[src/include/fetch_defs.svh]
/*
 * shared defines for the fetch loop RTL and its testbench
 * memory words are 64 bits wide, instructions 32 bits, PCs byte addresses
 */
`ifndef FETCH_DEFS_SVH
`define FETCH_DEFS_SVH

`define IMEM_WORD_OFFSET   3    // byte offset bits inside one 64-bit memory word
`define INST_BYTES         4    // one RV instruction, step of the sequential PC
`define IMEM_WORDS_DEFAULT 256  // default memory depth in 64-bit words

`endif

[src/hdl/fetch_pkg.sv]
/*
 * common types for the single-issue RV64 fetch loop
 * only JAL and B-type opcodes are decoded, everything else falls through
 * every packet valid is a one-cycle strobe with no back-pressure
 */
package fetch_pkg;

  localparam int xlen = 64;  // address and data width

  localparam logic [6:0] opcode_jal    = 7'b110_1111;
  localparam logic [6:0] opcode_branch = 7'b110_0011;

  ////////////////////////////////////////////////////////////////////////////
  // stage packets
  ////////////////////////////////////////////////////////////////////////////

  // fetch -> execute
  typedef struct packed {
    logic            valid;
    logic [31:0]     inst;
    logic [xlen-1:0] pc;    // pc of inst
    logic [xlen-1:0] npc;   // pc + 4
  } f_d_packet_t;

  // execute -> completion, also the redirect back into fetch
  typedef struct packed {
    logic            valid;
    logic            take_branch;  // redirect strobe
    logic [xlen-1:0] alu_result;   // target when taken, npc otherwise
    logic [xlen-1:0] pc;
    logic [31:0]     inst;
  } x_c_packet_t;

  // completion -> fetch
  typedef struct packed {
    logic valid;  // instruction done, fetch may go again
  } c_r_packet_t;

endpackage

[src/hdl/retire_stage.sv]
/*
 * completion stage
 * retires one instruction one cycle after execute and re-arms fetch
 * retire_count wraps at 2^32 and is already updated in the retire cycle
 */
`timescale 1ns/1ps

module retire_stage import fetch_pkg::*; (
  input  logic            clock,
  input  logic            reset,
  input  x_c_packet_t     x_c_packet,
  output c_r_packet_t     c_r_packet,
  output logic            retire_valid,
  output logic [xlen-1:0] retire_pc,
  output logic [31:0]     retire_inst,
  output logic [31:0]     retire_count
);

  logic done;  // one-cycle completion strobe

  always_ff @(posedge clock) begin
    if (reset) begin
      done         <= 1'b0;
      retire_count <= '0;
    end else begin
      done <= x_c_packet.valid;
      if (x_c_packet.valid) begin
        retire_count <= retire_count + 32'd1;  // counts with the strobe
      end
    end
  end

  // pc and inst only change when something retires
  always_ff @(posedge clock) begin
    if (x_c_packet.valid) begin
      retire_pc   <= x_c_packet.pc;
      retire_inst <= x_c_packet.inst;
    end
  end

  assign c_r_packet.valid = done;  // back to fetch
  assign retire_valid     = done;

endmodule

[config.mk]
export PLATFORM = sky130hd
export DESIGN_NAME = retire_stage
export DESIGN_NICKNAME = d
export VERILOG_FILES = /design/src/include/fetch_defs.svh /design/src/hdl/fetch_pkg.sv /design/src/hdl/retire_stage.sv
export SDC_FILE = /design/constraint.sdc
export NUM_CORES = 1
export LEC_CHECK = 0
export CORE_AREA = 2 2 115 117
export DETAILED_ROUTE_END_ITERATION = 8
export DIE_AREA = 0 0 117 119
export DONT_BUFFER_PORTS = 1
export PLACE_DENSITY_LB_ADDON = 0.05
export SLEW_MARGIN = 20
export SYNTH_ARGS = -nofsm -noshare
export SYNTH_HDL_FRONTEND = slang
export SYNTH_SLANG_ARGS = --single-unit
[constraint.sdc]
create_clock -name clock -period 5.7 [get_ports clock]
set_input_delay 0.285 -clock clock [delete_from_list [all_inputs] [get_ports clock]]
set_output_delay 0.285 -clock clock [all_outputs]
set_load 0.03 [all_outputs]
==> results.toml <==
[outcome]
status = "complete, no violations"

[floorplanning]
start_util_pct = 34.8
std_cell_rows = 42
die_x_um = 117
io_pins = 294
core-area_um2 = 12900
die_y_um = 119
dieArea_um2 = 13900

[cells_and_area]
fill_cells = 1125
fin_nets = 551
n_antenna_cell = 0
syn2layout_area_growth_pct = 38.7
fin_cells = 573
multi_input_comb_area_um2 = 867
finalCoreUtilization_pct = 48.3
seq_area_um2 = 3540
final_cell_mix = "dlygate4sd3_1 (97), edfxtp_1 (96), dfxtp_1 (33), nor2_1 (26), clkbuf_16 (17)"
drive_gt1_share_pct = 10.6
final_common_cell = "dlygate4sd3_1"

[power_and_ir_drop]
sw_frac_of_total_pct = 23.2
power.clock.fraction_pct = 44.7
power_density_nw_per_um2 = 378
p_comb_share_pct = 3.3
p_seq_share_pct = 51.9
p_sw_w = 0.000544
p_int_w = 0.00180
leakagePower_nw = 2.17
peakVddDrop_mv = 0.152

[placement]
pre_cts_ws_ns = 3.35
dp.cells = 445
gp_congestion = 0.679
hpwl_um = 6490
portBuffers = 0

[synth]
synthCells = 280
synth.top_cell.area_share_pct = 64.3
synthXorXnorAreaFrac_pct = 2.54
synth_top_family_by_area = "simple AND/OR/NAND/NOR gates"
synth_fa_ha_area_share_pct = 0.279
ys_types = 34
yosysSeqAreaShare_pct = 79.1
synth_nets = 445
synth_top_cell_by_area = "edfxtp_1"
synth_area_um2 = 4480
synth_flop_cell = "edfxtp_1"
yosys-top-cells-area = "edfxtp_1 (64%), dfxtp_1 (15%), mux2_2 (2.5%)"
synth_edf_count = 96
synth_warnings = 0
synth-seq-cells = 129
syn-mean-instance-area_um2 = 16.0
yosys.area_share.simple_pct = 11.8
synthArstFlopShare_pct = 0
muxShareOfSynthArea_pct = 2.99
synth_compound_area_share_pct = 1.73

[timing]
relSlewSlack_pct = 41.2
hold_violations = 0
drv_slew = 0
tns_ns = 0
timing.final.ws_setup_ns = 3.39
timing.fmax_mhz = 433
rsz0062_at_grt = "false"
worst_pin_slew_ns = 0.879
fin_crit_sh_pct = 40.5
fin_skew_ns = 0.00918
setup_viol = 0
fin_crit_ns = 2.31

[setup_path]
reg2reg_depth = 4
rrSetupSlack_ns = 3.39
required_ns = 5.99
rr_startpoint = "retire_count[2]"
cp-end-kind = "flop"
crit_type = "flop to flop"
timing.rr.end = "retire_count[25]"
crit_fanout = 9
cp-start-kind = "flop"
critPathArrivalTime_ns = 2.60

[detailed_routing]
vias_per_cell = 4.70
final_antenna_net_count = 0
drt_pass1_iterations = 4
drt_wl_total_um = 10300
drtIter0Drc = 178
vias = 2693
drc = 0
wl_per_cell_um = 17.9

[clocking]
cts.reportedPaths.clkPinSlew_ns = 0.06
cts.path.max_buffers = 2
cts_buffers = 17
cts-resized-gates = 0
cts_num_sinks = 129
root_buffer = "clkbuf_16"
clk_latency_ns = 0.41
h-tree-depth = 4
cts_tree = "yes"

[worst_hold_path]
min-delay-start = "x_c_packet[161]"
hp-class = "input port to flop"
hold_depth = 2
whs_endpoint = "retire_count[0]"

[grt]
grt_pass1_wl_um = 15100
antenna_found_initial = 0
grt_pass1_vias = 2722
overflow = 0
grt_max_degree = 98
grtUsageTotal_pct = 14.7

[run]
cap_viol_max_count = 0
[cell families (layout without fill, tap and decap cells)]
family                     Yosys count  in the layout
AOI/OAI and AO/OA                   14             14
muxes                               12             12
and+or+nand+nor                     96             96
xor gates and xnor gates            13             13
buffers and inverters               15            132
adders and majority gates            1              1
DFF                                129            129
[cells in the mapped netlist, types with 2 or more instances]
| cell type | count |
|---|---|
| nand3_1 | 9 |
| dfxtp_1 | 33 |
| buf_2 | 2 |
| clkbuf_1 | 7 |
| or4_1 | 3 |
| xnor2_1 | 4 |
| and3_1 | 2 |
| a21oi_1 | 7 |
| o21ai_0 | 4 |
| nor4_1 | 2 |
| nor2b_1 | 11 |
| edfxtp_1 | 96 |
| nor2_1 | 26 |
| nand2_1 | 9 |
| nor3_1 | 10 |
| mux2_2 | 10 |
| o31ai_1 | 3 |
| nand4_1 | 10 |
| and4_1 | 3 |
| xor2_1 | 9 |
| inv_1 | 4 |
| or3_1 | 4 |
[worst max path at each step]
stage | startpoint | endpoint | slack (ns) | cells after the start
final | retire_count[2] | retire_count[25] | 3.39 | 4
after global routing | retire_count[11] | retire_count[27] | 3.27 | 4
after CTS | retire_count[11] | retire_count[31] | 3.35 | 4
after detailed placement | retire_count[11] | retire_count[31] | 3.35 | 4
after global placement | retire_count[11] | retire_count[31] | 3.36 | 4
after floorplan | retire_count[9] | retire_count[31] | 3.60 | 5
[final cells by class]
cell class              instances  area share, %
clock buffers                  17           6.85
inverters                       4          0.242
well taps                     176           3.54
clock inverters                13           2.34
flip-flops and latches        129           57.0
repair buffers                 98           16.1
multi-input cells             136           14.0
[stage by stage]
stage | area, µm² | hold slack, ns | total power [W]
floorplan | 4480 | 0.384 | 0.00124
global placement | 4650 | 0.362 | 0.00125
detailed placement | 4650 | 0.360 | 0.00124
CTS | 6210 | 0.0124 | 0.00238
global route | 6210 | 0.0184 | 0.00243
finish | 6210 | 0.0352 | 0.00235
[registers in the layout, indices dropped and copies added (netlist names)]
register and cells:
c_r_packet 1, retire_inst 32, retire_pc 64, retire_count 32
[worst max-delay path, cell delays in order, from the launching register on]
cell and delay, ns:
dfxtp_1 0.62, and4_1 0.46, nand4_1 0.40, nor3_1 0.35
mux2_2 0.36
[power groups by stage]
stage / Clock [W] / Combinational (W) / Sequential (W)
finish: 0.00105 / 0.0000780 / 0.00122
global placement: 0 / 0.00000600 / 0.00124
detailed placement: 0 / 0.00000619 / 0.00124
global route: 0.00112 / 0.0000848 / 0.00122
floorplan: 0 / 0.0000108 / 0.00123
CTS: 0.00108 / 0.0000794 / 0.00122
[repair_timing]
action | in CTS | in global routing
endpoints found under the hold margin | 214 | 0
hold buffers | 98 | 0
setup buffers | 0 | 0
[layer usage]
metal | global-route usage [%] | vias to the layer above | share of wire, %
met5 | 0 | - | 0
met4 | 7.35 | 0 | 2.3
met3 | 6.16 | 17 | 9.0
met2 | 25.7 | 133 | 52
met1 | 14.8 | 1285 | 37
li1 | - | 1258 | -
(Power assumes the default switching activity.)
