### src/include/fetch_defs.svh
/*
 * shared defines for the fetch loop RTL and its testbench
 * memory words are 64 bits wide, instructions 32 bits, PCs byte addresses
 */
`ifndef FETCH_DEFS_SVH
`define FETCH_DEFS_SVH

`define IMEM_WORD_OFFSET   3    // byte offset bits inside one 64-bit memory word
`define INST_BYTES         4    // one RV instruction, step of the sequential PC
`define IMEM_WORDS_DEFAULT 256  // default memory depth in 64-bit words

`endif

### src/hdl/fetch_pkg.sv
/*
 * common types for the single-issue RV64 fetch loop
 * only JAL and B-type opcodes are decoded, everything else falls through
 * every packet valid is a one-cycle strobe with no back-pressure
 */
package fetch_pkg;

  localparam int xlen = 64;  // address and data width

  localparam logic [6:0] opcode_jal    = 7'b110_1111;
  localparam logic [6:0] opcode_branch = 7'b110_0011;

  ////////////////////////////////////////////////////////////////////////////
  // stage packets
  ////////////////////////////////////////////////////////////////////////////

  // fetch -> execute
  typedef struct packed {
    logic            valid;
    logic [31:0]     inst;
    logic [xlen-1:0] pc;    // pc of inst
    logic [xlen-1:0] npc;   // pc + 4
  } f_d_packet_t;

  // execute -> completion, also the redirect back into fetch
  typedef struct packed {
    logic            valid;
    logic            take_branch;  // redirect strobe
    logic [xlen-1:0] alu_result;   // target when taken, npc otherwise
    logic [xlen-1:0] pc;
    logic [31:0]     inst;
  } x_c_packet_t;

  // completion -> fetch
  typedef struct packed {
    logic valid;  // instruction done, fetch may go again
  } c_r_packet_t;

endpackage

### src/hdl/ex_stage.sv
/*
 * execute stage, control flow only
 * JAL is always taken, a B-type branch is taken when rs1 and rs2 match
 * there is no register file, so equal register numbers stand for equal operands
 * every other opcode falls through with alu_result = npc
 */
`timescale 1ns/1ps

module ex_stage import fetch_pkg::*; (
  input  logic        clock,
  input  logic        reset,
  input  f_d_packet_t f_packet,
  output x_c_packet_t x_c_packet
);

  logic            d_valid;  // fetched packet held one cycle
  logic [31:0]     d_inst;
  logic [xlen-1:0] d_pc;
  logic [xlen-1:0] d_npc;

  logic [6:0]      opcode;
  logic [4:0]      rs1;
  logic [4:0]      rs2;
  logic            is_jal;
  logic            is_branch;
  logic            rs_equal;
  logic [xlen-1:0] j_imm;
  logic [xlen-1:0] b_imm;
  logic [xlen-1:0] imm;
  logic            take;

  ////////////////////////////////////////////////////////////////////////////
  // input register
  ////////////////////////////////////////////////////////////////////////////

  always_ff @(posedge clock) begin
    if (reset) begin
      d_valid <= 1'b0;
    end else begin
      d_valid <= f_packet.valid;
    end
  end

  // payload only moves with a fetch
  always_ff @(posedge clock) begin
    if (f_packet.valid) begin
      d_inst <= f_packet.inst;
      d_pc   <= f_packet.pc;
      d_npc  <= f_packet.npc;
    end
  end

  ////////////////////////////////////////////////////////////////////////////
  // decode
  ////////////////////////////////////////////////////////////////////////////

  assign opcode = d_inst[6:0];
  assign rs1    = d_inst[19:15];
  assign rs2    = d_inst[24:20];

  assign is_jal    = (opcode == opcode_jal);
  assign is_branch = (opcode == opcode_branch);
  assign rs_equal  = (rs1 == rs2);  // stands in for the operand compare

  // J-type: imm[20|10:1|11|19:12], bit 0 always zero
  assign j_imm = {{(xlen-21){d_inst[31]}}, d_inst[31], d_inst[19:12], d_inst[20],
                  d_inst[30:21], 1'b0};

  // B-type: imm[12|10:5] in the top, imm[4:1|11] in the rd slot
  assign b_imm = {{(xlen-13){d_inst[31]}}, d_inst[31], d_inst[7], d_inst[30:25],
                  d_inst[11:8], 1'b0};

  assign imm  = is_jal ? j_imm : b_imm;
  assign take = d_valid && (is_jal || (is_branch && rs_equal));  // no stale redirects

  ////////////////////////////////////////////////////////////////////////////
  // output packet
  ////////////////////////////////////////////////////////////////////////////

  always_comb begin
    x_c_packet.valid       = d_valid;
    x_c_packet.take_branch = take;
    x_c_packet.alu_result  = take ? (d_pc + imm) : d_npc;  // target or fall through
    x_c_packet.pc          = d_pc;
    x_c_packet.inst        = d_inst;
  end

endmodule

### config.mk
export PLATFORM = sky130hd
export DESIGN_NAME = ex_stage
export DESIGN_NICKNAME = d
export VERILOG_FILES = /design/src/include/fetch_defs.svh /design/src/hdl/fetch_pkg.sv /design/src/hdl/ex_stage.sv
export SDC_FILE = /design/constraint.sdc
export NUM_CORES = 1
export LEC_CHECK = 0
export BUFFER_PORTS_ARGS = -buffer_cell sky130_fd_sc_hd__buf_4
export CAP_MARGIN = 20
export CORE_MARGIN = 3
export CORE_UTILIZATION = 48
export CTS_BUF_LIST = sky130_fd_sc_hd__clkbuf_4
export DETAILED_ROUTE_END_ITERATION = 8
export PLACE_DENSITY = 0.89
export SLEW_MARGIN = 20
export SYNTH_ARGS = -nofsm -noshare
export SYNTH_HDL_FRONTEND = slang
export SYNTH_SLANG_ARGS = --single-unit
### constraint.sdc
create_clock -name clock -period 4.4 [get_ports clock]
set_input_delay 0.66 -clock clock [delete_from_list [all_inputs] [get_ports clock]]
set_output_delay 0.66 -clock clock [all_outputs]
set_load 0.005 [all_outputs]
==> metrics.csv <==
metric,value,unit
outcome,finished with violations,
violations,negative setup slack,
grt_pass1_vias,9279,
htree_levels,4,
crit_fanout,4,
grt_pass1_wl,48.5,mm
fp-row-count,51,
synthCells,907,
cts.clk_slew.worst_paths,0.17,ns
cts_buffers,17,
arrival,4.46,ns
portBuffers,324,
synthArstFlopShare,0,
cts_tree,built,
hold_viol,0,
clock_sinks,161,
setup_viol,55,
setup_tns,-24.32,ns
syn_area,0.00965,sq mm
pin_count,325,
synth_top_cell_area_share,0.498,
fillers,1341,
synth_area_leaders,"edfxtp_1 (50%), ha_1 (8.0%), a21oi_1 (4.3%)",
max_freq,0.195,GHz
drv_slew,0,
drc,0,
synth_area_per_cell,10.6,sq um
p_per_area,324,mW/mm^2
antenna_found_initial,1,
hpwl,23.5,mm
start_util,0.492,
start_kind,flop,
drv_cap,0,
drt_iter0_drc,673,
ys_ff_latch,161,
ant_nets,0,
multiInputGateArea,0.00516,sq mm
min_period,5.12,ns
gr-total-overflow,0,
drtPass1Iterations,5,
via_per_inst,5.75,
seq_area,0.00482,sq mm
synth_most_common_cell,edfxtp_1,
synth_commonest_cells,"edfxtp_1 (160), nand2_1 (105), a21oi_1 (82)",
path_class,reg -> out,
die_x,148,um
layout.nets,1509,
irDropWorstVdd,0.000311,V
worst_pin_slew,0.885,ns
grt.total_usage,0.284,
core_area,0.0196,sq mm
cts_buffer_depth,2,
gp_congestion,0.913,
ys_dominant_reg_cell,edfxtp_1,
hold_path.class,in -> reg,
cp.required,3.74,ns
drt-total-wl,31.8,mm
ys_seq_area_frac,0.500,
syn_nets,1133,
rsz0062_at_grt,true,
dieArea,0.0218,sq mm
total_leakage_power,0.00600,uW
setup_ws,-0.722,ns
synth_edf_count,160,
grt_max_degree,95,
areaGrowthSynthToFinish,43.5,%
yosysWarnings,0,
total_power,4480,uW
chipHeight,148,um
synth_top_area_cell,edfxtp_1,
vias,8985,
drt-wirelength-per-cell,20.3,um
worstSetupEndpointType,output port,
final_util,0.706,
ys_types,75,
layout-drive-gt1-share,0.428,
root_buffer,clkbuf_4,
slew_headroom,0.410,
period_share,1.16,
[layout make-up]
| class | count | share of cell area |
|---|---|---|
| Clock inverter | 15 | 0.0118 |
| Sequential cell | 161 | 0.349 |
| Antenna cell | 1 | 0.000181 |
| Inverter | 28 | 0.00759 |
| Clock buffer | 17 | 0.00922 |
| Timing Repair Buffer | 406 | 0.226 |
| Multi-Input combinational cell | 669 | 0.373 |
| Tap cell | 265 | 0.0240 |
[per-layer routing]
layer  wire (um)  global-route usage
met5           0                   0
met2       16500               0.513
met3        2740              0.0812
met4        1290               0.116
met1       11200               0.313
[worst paths after layout]
kind	from	to	slack, ns	depth (start not counted)
worst max-delay path	d_inst[4]	x_c_packet[134]	-0.72	17
worst min-delay path	reset	d_valid	0.21	2
[per-stage QoR]
stage          hold slack [ns]  cells  cell area, sq um  setup slack, ns
2_1_floorplan            0.732    907              9650         -0.00723
3_3_place_gp             0.818   1504             12700           -0.119
5_1_grt                  0.140   1562             13800           -0.960
3_5_place_dp             0.839   1504             12700           -0.348
4_1_cts                  0.174   1557             13700           -0.697
6_report                 0.208   1562             13800           -0.722
[critical path, stage by stage (launching register included)]
cell	delay [ns]
edfxtp_1	0.41
nand3b_1	0.20
nor2_2	0.11
and3_4	0.24
buf_4	0.12
mux2_4	0.33
ha_4	0.27
a21o_1	0.13
nand4_1	0.13
a31o_1	0.27
o31ai_4	0.27
a31oi_4	0.16
buf_6	0.16
o211ai_4	0.28
a21oi_2	0.10
or4_1	0.46
nand3_2	0.11
buf_4	0.12
[cells in the final DEF, fill, tap and decap left out, types with 5 or more instances in the layout]
cell type and count:
a21o_1 31, xnor2_2 13, nor2_1 43, mux2_4 5, o211ai_1 7, edfxtp_1 160, xor2_1 24, nand3_1 19
clkbuf_4 17, nand2_1 100, inv_1 28, and2_1 5, nor3b_1 5, ha_1 55, nand4_1 20, buf_6 18
o21ai_0 26, and3_1 9, a21oi_2 18, nand3_2 6, a21oi_1 63, buf_4 387, o21a_1 7, o21bai_1 15
ha_4 7, inv_8 6, xnor2_1 11, o21ai_1 42, nor3_1 12
[flip-flops by register name, indices dropped and copies added, names as in the netlist]
signal,count
d_valid,1
d_inst,32
d_npc,64
d_pc,64
[kinds of logic (layout without fill, tap and decap cells)]
| kind of cell | count (synthesis) | count (layout) | synth area share |
|---|---|---|---|
| compound gates | 281 | 281 | 0.190 |
| simple gates | 265 | 265 | 0.138 |
| flops | 161 | 161 | 0.500 |
| buf+inv | 77 | 466 | 0.0328 |
| fa+ha+maj | 63 | 63 | 0.0825 |
| xor+xnor | 52 | 52 | 0.0472 |
| mux | 8 | 8 | 0.00934 |
| other cells | 0 | 1 | 0 |
[timing repair]
| action | in CTS | in global routing |
|---|---|---|
| hold buffers | 0 | 0 |
| gates resized for setup | 131 | 33 |
| pin swaps | 76 | 27 |
| buffers inserted | 22 | 5 |
| setup endpoints to repair | 56 | 58 |
| hold endpoints to repair | 0 | 0 |
[report_power, final]
| part | internal (uW) | switching (uW) |
|---|---|---|
| clock network | 263 | 646 |
| logic | 804 | 865 |
| registers | 1820 | 79.7 |
| total | 2890 | 1590 |
Power figures use the tool's default switching activity.
