==> src/include/fetch_defs.svh <==
/*
 * shared defines for the fetch loop RTL and its testbench
 * memory words are 64 bits wide, instructions 32 bits, PCs byte addresses
 */
`ifndef FETCH_DEFS_SVH
`define FETCH_DEFS_SVH

`define IMEM_WORD_OFFSET   3    // byte offset bits inside one 64-bit memory word
`define INST_BYTES         4    // one RV instruction, step of the sequential PC
`define IMEM_WORDS_DEFAULT 256  // default memory depth in 64-bit words

`endif

==> src/hdl/fetch_pkg.sv <==
/*
 * common types for the single-issue RV64 fetch loop
 * only JAL and B-type opcodes are decoded, everything else falls through
 * every packet valid is a one-cycle strobe with no back-pressure
 */
package fetch_pkg;

  localparam int xlen = 64;  // address and data width

  localparam logic [6:0] opcode_jal    = 7'b110_1111;
  localparam logic [6:0] opcode_branch = 7'b110_0011;

  ////////////////////////////////////////////////////////////////////////////
  // stage packets
  ////////////////////////////////////////////////////////////////////////////

  // fetch -> execute
  typedef struct packed {
    logic            valid;
    logic [31:0]     inst;
    logic [xlen-1:0] pc;    // pc of inst
    logic [xlen-1:0] npc;   // pc + 4
  } f_d_packet_t;

  // execute -> completion, also the redirect back into fetch
  typedef struct packed {
    logic            valid;
    logic            take_branch;  // redirect strobe
    logic [xlen-1:0] alu_result;   // target when taken, npc otherwise
    logic [xlen-1:0] pc;
    logic [31:0]     inst;
  } x_c_packet_t;

  // completion -> fetch
  typedef struct packed {
    logic valid;  // instruction done, fetch may go again
  } c_r_packet_t;

endpackage

==> src/hdl/if_stage.sv <==
/*
 * fetch stage, one instruction in flight at a time
 * reads 64-bit memory words and picks the half addressed by pc bit 2
 * redirect targets are assumed 4-byte aligned, no fault is raised otherwise
 * after a fetch it waits for the completion strobe before fetching again
 */
`timescale 1ns/1ps
`include "fetch_defs.svh"

module if_stage import fetch_pkg::*; (
  input  logic            clock,
  input  logic            reset,
  input  c_r_packet_t     c_r_packet,      // completion, re-arms fetch
  input  x_c_packet_t     x_c_packet,      // redirect from execute
  input  logic [xlen-1:0] imem2proc_data,  // whole 64-bit word
  input  logic            imem_valid,
  output logic [xlen-1:0] proc2imem_addr,
  output f_d_packet_t     f_packet
);

  // clears the byte offset inside a memory word
  localparam logic [xlen-1:0] word_mask = ~((xlen'(1) << `IMEM_WORD_OFFSET) - xlen'(1));

  logic [xlen-1:0] pc_reg;           // pc being fetched
  logic [xlen-1:0] pc_plus_4;
  logic [xlen-1:0] next_pc;
  logic            pc_enable;
  logic            ready_for_valid;  // no instruction in flight
  logic            next_ready_for_valid;

  assign proc2imem_addr = pc_reg & word_mask;  // memory wants word aligned

  assign pc_plus_4 = pc_reg + xlen'(`INST_BYTES);

  // upper half when pc bit 2 is set
  assign f_packet.inst  = pc_reg[`IMEM_WORD_OFFSET-1] ? imem2proc_data[63:32]
                                                      : imem2proc_data[31:0];
  assign f_packet.pc    = pc_reg;
  assign f_packet.npc   = pc_plus_4;
  assign f_packet.valid = ready_for_valid && imem_valid;  // fetch happens here

  ////////////////////////////////////////////////////////////////////////////
  // next pc
  ////////////////////////////////////////////////////////////////////////////

  assign next_pc = x_c_packet.take_branch ? x_c_packet.alu_result : pc_plus_4;

  // a redirect arrives while stalled, so it must get past the stall
  assign pc_enable = f_packet.valid || x_c_packet.take_branch;

  always_ff @(posedge clock) begin
    if (reset) begin
      pc_reg <= '0;  // boot from address 0
    end else if (pc_enable) begin
      pc_reg <= next_pc;
    end
  end

  ////////////////////////////////////////////////////////////////////////////
  // single-issue stall
  ////////////////////////////////////////////////////////////////////////////

  // drop on a fetch, rise again on completion
  assign next_ready_for_valid = (ready_for_valid || c_r_packet.valid) && !f_packet.valid;

  always_ff @(posedge clock) begin
    if (reset) begin
      ready_for_valid <= 1'b1;  // first fetch needs no completion
    end else begin
      ready_for_valid <= next_ready_for_valid;
    end
  end

endmodule

==> config.mk <==
export PLATFORM = sky130hd
export DESIGN_NAME = if_stage
export DESIGN_NICKNAME = d
export VERILOG_FILES = /design/src/hdl/fetch_pkg.sv /design/src/hdl/if_stage.sv
export VERILOG_INCLUDE_DIRS = /design/src /design/src/include
export SDC_FILE = /design/constraint.sdc
export NUM_CORES = 1
export LEC_CHECK = 0
export ABC_AREA = 1
export BUFFER_PORTS_ARGS = -buffer_cell sky130_fd_sc_hd__buf_2
export CORE_AREA = 2 2 178 180
export CTS_CLUSTER_SIZE = 16
export DETAILED_ROUTE_END_ITERATION = 10
export DIE_AREA = 0 0 180 182
export GPL_ROUTABILITY_DRIVEN = 0
export PLACE_DENSITY = 0.49
export SKIP_CTS_REPAIR_TIMING = 1
export SYNTH_ARGS = -nofsm -noshare
export SYNTH_HDL_FRONTEND = slang
export SYNTH_SLANG_ARGS = --single-unit
==> constraint.sdc <==
create_clock -name clock -period 4.3 [get_ports clock]
set_input_delay 0.86 -clock clock [delete_from_list [all_inputs] [get_ports clock]]
set_output_delay 0.86 -clock clock [all_outputs]
set_load 0.03 [all_outputs]
==> results of run 1 <==
-- synthesized netlist by cell type (10+ instances only) --
master,count
a31oi_1,19
nand3_1,23
nand2_1,398
dfxtp_1,65
clkbuf_1,24
inv_1,97
a21oi_1,42
xor2_1,25
and2_1,11
nor2_1,115
nand4_1,10
o21ai_0,60
buf_4,66
-- metal layers --
metal,wire length [um],vias to the layer above,share of wire (%)
met5,13,-,0.046
met4,459,2,1.6
met3,2310,27,8.1
met2,14900,312,52
met1,10800,3215,38
li1,-,3590,-
-- logic make-up after synthesis --
group | count (synthesis)
AO/OA/AOI/OAI | 127
XOR/XNOR | 31
adder cells (fa/ha/maj) | 1
AND/OR/NAND/NOR | 584
other | 1
flip-flops | 65
buffers and inverters | 197
-- where the power goes --
group          leakage [uW]  internal [uW]  switching (uW)
clock network      0.000128            387             319
logic               0.00314            202             518
registers          0.000536            640            69.1
total               0.00381           1230             906
-- cell type report --
| class | count | area, um^2 | share of cell area (%) |
|---|---|---|---|
| timing repair buffer | 359 | 1810 | 23.7 |
| sequential | 65 | 1300 | 17.0 |
| clock inverter | 6 | 35.0 | 0.459 |
| clock buffer | 10 | 229 | 3.00 |
| inverter | 99 | 374 | 4.90 |
| multi-input combinational | 746 | 3380 | 44.3 |
| tap | 402 | 503 | 6.59 |
-- worst reg2reg max path: cells and delay by family, from the launching register on --
kind / cells / cell delay (ps)
and+or+nand+nor: 7 / 1120
buffers and inverters: 1 / 330
DFF: 1 / 310
AOI/OAI and AO/OA: 2 / 270
adders and majority gates: 1 / 260
-- how the worst max path moves through the flow --
stage,end,slack [ps],from,cells after the start
floorplan,f_packet[34],1470,pc_reg[3],7
global placement,f_packet[54],1140,pc_reg[2],11
detailed placement,f_packet[42],1090,pc_reg[2],11
CTS,f_packet[42],710,pc_reg[2],11
global route,f_packet[42],500,pc_reg[2],11
finish,f_packet[36],730,pc_reg[2],10
-- through the flow --
stage | area [um^2] | power, uW | worst slack (ps) | util [%]
floorplan | 5670 | 1220 | 1470 | -
global placement | 7370 | 1450 | 1140 | 23.8
detailed placement | 7370 | 1450 | 1090 | 23.8
CTS | 7630 | 2170 | 710 | 24.6
global route | 7630 | 2250 | 499 | 24.6
finish | 7630 | 2140 | 735 | 24.6
==> run summary, run 1 <==
Status - finished, final reports clean
Critical path fanouts, max - 36
GR Layer Usage met3 - 4.77%
Max-cap violations - 0
Max Buffers Root-to-Sink - 2
Total gr overflow - 0
Via-to-Cell Ratio - 4.24
Antenna-violating nets left - 0
Syn Std Cell Area - 5660 um^2
Io pins - 455
Pre-antenna DRT Iters - 7
Met1 Usage GRT - 17.8%
Final Non-Filler Cells - 1,687
RR Startpoint - pc_reg[2]
DIE AREA - 32,800 um^2
R2R depth - 11
Worst-skew pair later-pin latency - 350 ps
# port buffers - 354
TritonCTS clock tree - yes
Iteration-0 DRC Markers - 388
GRT met2 Usage - 32.1%
CTS buffer count - 9
Hold path start - ready_for_valid
Hold Path Depth - 2
Yosys top cell by area - nand2_1
Reg2reg end - pc_reg[54]
Core ar. - 31,000 um^2
DRC - 0
Detailed Place HPWL - 23,300 um
Relative slew slack - 45.5%
# rows - 65
Crit-path cells - buf_4 -> ha_1 -> nand2_1 -> nor2_4 -> nand3_1 -> inv_1 -> nand2_2 -> o21ai_0 -> and2_1 -> buf_2
Gr usage total - 16.7%
Wire length of the first global-routing pass - 41,000 um
Synthesized area per cell - 5.63 um^2
RSZ-0062 raised after global routing - false
Post-synthesis xor/xnor area fraction - 4.79%
H-Tree Depth - 3
Initial antenna violation count - 2
Worst IR Drop VDD - 0.161 mV
Worst Hold Margin - 504 ps
Min cycle time layout - 3570 ps
Final net count - 1,511
Layout cells sized above 1 - 31.5%
Worst R2R Setup Slack - 1860 ps
Main area contributors after synthesis - nand2_1, dfxtp_1, buf_4
Top-area cell type share of the netlist area - 26.4%
Post-synthesis sequential area ratio - 23.0%
Routed via count - 7,146
Most common cell after layout, fill and taps aside - nand2_1
P_leak - 0.00381 uW
Crit Path Class - register to output port
Area Overhead vs Synth - 34.8%
YS warnings - 0
Netlist cell types - 28
Mapped Cells - 1,006
Critical path startpoint category - register
Prevailing post-synth register cell - dfxtp_1
Delay-heaviest family, CP - simple AND/OR/NAND/NOR gates
Synth Register Bits - 65
Hold endpoint - ready_for_valid
Clock root buffer - clkbuf_16
Post-synth EDFFs - 0
Setup Skew - 15.6 ps
Asr flop ratio synth - 0%
Total Wirelength - 28,500 um
Max reg flops - 64
Mux cell area share after synthesis - 0%
Max-slew violations - 0
Clock sinks - 65
Final hold violation count - 0
Post-Synth Simple-Gate Area - 42.7%
Setup TNS - 0 ps
Critical Path AT - 2710 ps
Most Crowded Layer GR - met2
Worst Setup End Kind - output port
Count of buffer and inverter cells on the critical path - 3
Least-Margin Pin Slew - 817 ps
Combinational family with the most area after synthesis - simple AND/OR/NAND/NOR gates
Worst Hold Class - register to register
Drt wl/cell - 16.9 um
Fmax - 280 MHz
Tcrit/Tclk final - 82.9%
Height of the die - 182 um
Fillcell total - 3,562
Initial Util - 18.3%
DIE WIDTH - 180 um
Slowest stage cell, crit path - buf_4
Post-Synth Adder-Cell Area - 0.221%
Critical Path RT - 3440 ps
Pwr Density - 280 nW/um^2
Synth Area in Compound Gates - 11.7%
Largest net degree at the start of global routing - 53
Commonest non-fill, non-tap cells in the layout - nand2_1, buf_2, nor2_1
Clock-pin slew of the registers on the worst-case setup and hold paths - 70 ps
Vias in the first global route - 6,807
Final setup vio count - 0
Slowest Stage Delay on Critical Path - 330 ps
# diodes - 0
# placed instances - 1,671
Power figures use the tool's default switching activity.
==> run 2: changes to the inputs <==
Clock period 4.3 ns to 3.4 ns, I/O delays scaled along.
==> run summary, run 2 (synthesis results as in run 1) <==
Status - finished, final reports clean
Final hold violation count - 0
Tcrit/Tclk final - 91.0%
Max Buffers Root-to-Sink - 2
Worst IR Drop VDD - 0.201 mV
Most common cell after layout, fill and taps aside - nand2_1
Crit-path cells - nand2_1 -> nor2_1 -> nand2_1 -> nor2_8 -> nand2_1 -> o21ai_1 -> and2_1 -> buf_2
Drt wl/cell - 17.0 um
Worst-skew pair later-pin latency - 350 ps
Worst Hold Class - register to register
Setup TNS - 0 ps
Io pins - 455
Max-cap violations - 0
CTS buffer count - 9
Final setup vio count - 0
Post-layout util - 25.0%
Clock-pin slew of the registers on the worst-case setup and hold paths - 70 ps
Worst Hold Margin - 489 ps
Routed via count - 7,184
P_leak - 0.00386 uW
Crit Path Class - register to output port
DIE AREA - 32,800 um^2
Final net count - 1,516
Critical Path AT - 2420 ps
Max-slew violations - 0
RSZ-0062 raised after global routing - false
Comb pwr share - 32.0%
Core ar. - 31,000 um^2
Fillcell total - 3,557
Iteration-0 DRC Markers - 462
Commonest non-fill, non-tap cells in the layout - nand2_1, buf_2, nor2_1
Critical path fanouts, max - 7
Relative slew slack - 54.9%
Cell repeated most along the worst path - nand2_1
Slowest stage cell, crit path - dfxtp_1
Least-Margin Pin Slew - 677 ps
Detailed Place HPWL - 23,400 um
# rows - 65
Worst Setup End Kind - output port
Largest net degree at the start of global routing - 48
# port buffers - 354
Reg area - 1300 um^2
Layout cells sized above 1 - 31.8%
Clock sinks - 65
Switching portion of total power - 40.4%
DIE WIDTH - 180 um
TritonCTS clock tree - yes
Via-to-Cell Ratio - 4.25
Power Internal - 1710 uW
Height of the die - 182 um
Vias in the first global route - 6,784
Initial antenna violation count - 2
Max reg flops - 64
Critical Path RT - 2720 ps
Worst R2R Setup Slack - 1300 ps
Flop pwr share - 31.2%
Critical path startpoint category - register
Wire length of the first global-routing pass - 41,500 um
Initial Util - 18.3%
Switching pwr - 1160 uW
Min cycle time layout - 3100 ps
# diodes - 0
Clock root buffer - clkbuf_16
Pwr Density - 371 nW/um^2
Slowest Stage Delay on Critical Path - 490 ps
DRC - 0
H-Tree Depth - 3
Area Overhead vs Synth - 36.5%
Setup Skew - 14.3 ps
Pre-antenna DRT Iters - 5
Total gr overflow - 0
Area of the multi-input gates - 3380 um^2
Gr usage total - 17.0%
Total Wirelength - 28,700 um
Clock share of power - 36.8%
Antenna-violating nets left - 0
Fmax - 323 MHz
run 2: worst max-delay path: cells and delay by family (launching register included):
kind	cells	cell delay, ps
AO/OA/AOI/OAI	1	200
buffers and inverters	1	200
flip-flops	1	490
AND/OR/NAND/NOR	6	1180
run 2: final timing paths:
check | from | endpoint | depth (start not counted)
setup / recovery | pc_reg[16] | f_packet[41] | 8
setup reg to reg | pc_reg[39] | pc_reg[57] | 9
hold reg to reg | ready_for_valid | ready_for_valid | 2
hold / removal | ready_for_valid | ready_for_valid | 2
run 2: through the flow:
stage	setup WS [ps]	cell area, um^2	power (uW)	std cells
floorplan	752	5670	1540	1008
global placement	668	7420	1840	1676
detailed placement	658	7420	1840	1676
CTS	261	7730	2910	1692
global route	55.4	7730	3020	1692
finish	305	7730	2870	1692
run 2: power groups by stage:
stage / Combinational [uW] / Clock (uW) / Sequential [uW]
after floorplan: 567 / 0 / 970
after global placement: 926 / 0 / 913
after detailed placement: 929 / 0 / 915
after CTS: 932 / 1080 / 898
after global routing: 995 / 1120 / 905
final: 918 / 1060 / 895
run 2: layer usage:
metal | track usage, % | vias up | wire (um)
met4 | 5.40 | 2 | 597
met2 | 32.4 | 331 | 15100
met3 | 4.01 | 31 | 2170
met1 | 18.3 | 3217 | 10900
li1 | - | 3603 | -
met5 | 0 | - | 13
run 2: cell type report:
class	instances	area share [%]
tap	402	6.50
inverter	99	4.84
clock buffer	10	2.96
multi-input combinational	746	43.8
clock inverter	6	1.07
timing repair buffer	364	24.0
sequential	65	16.8
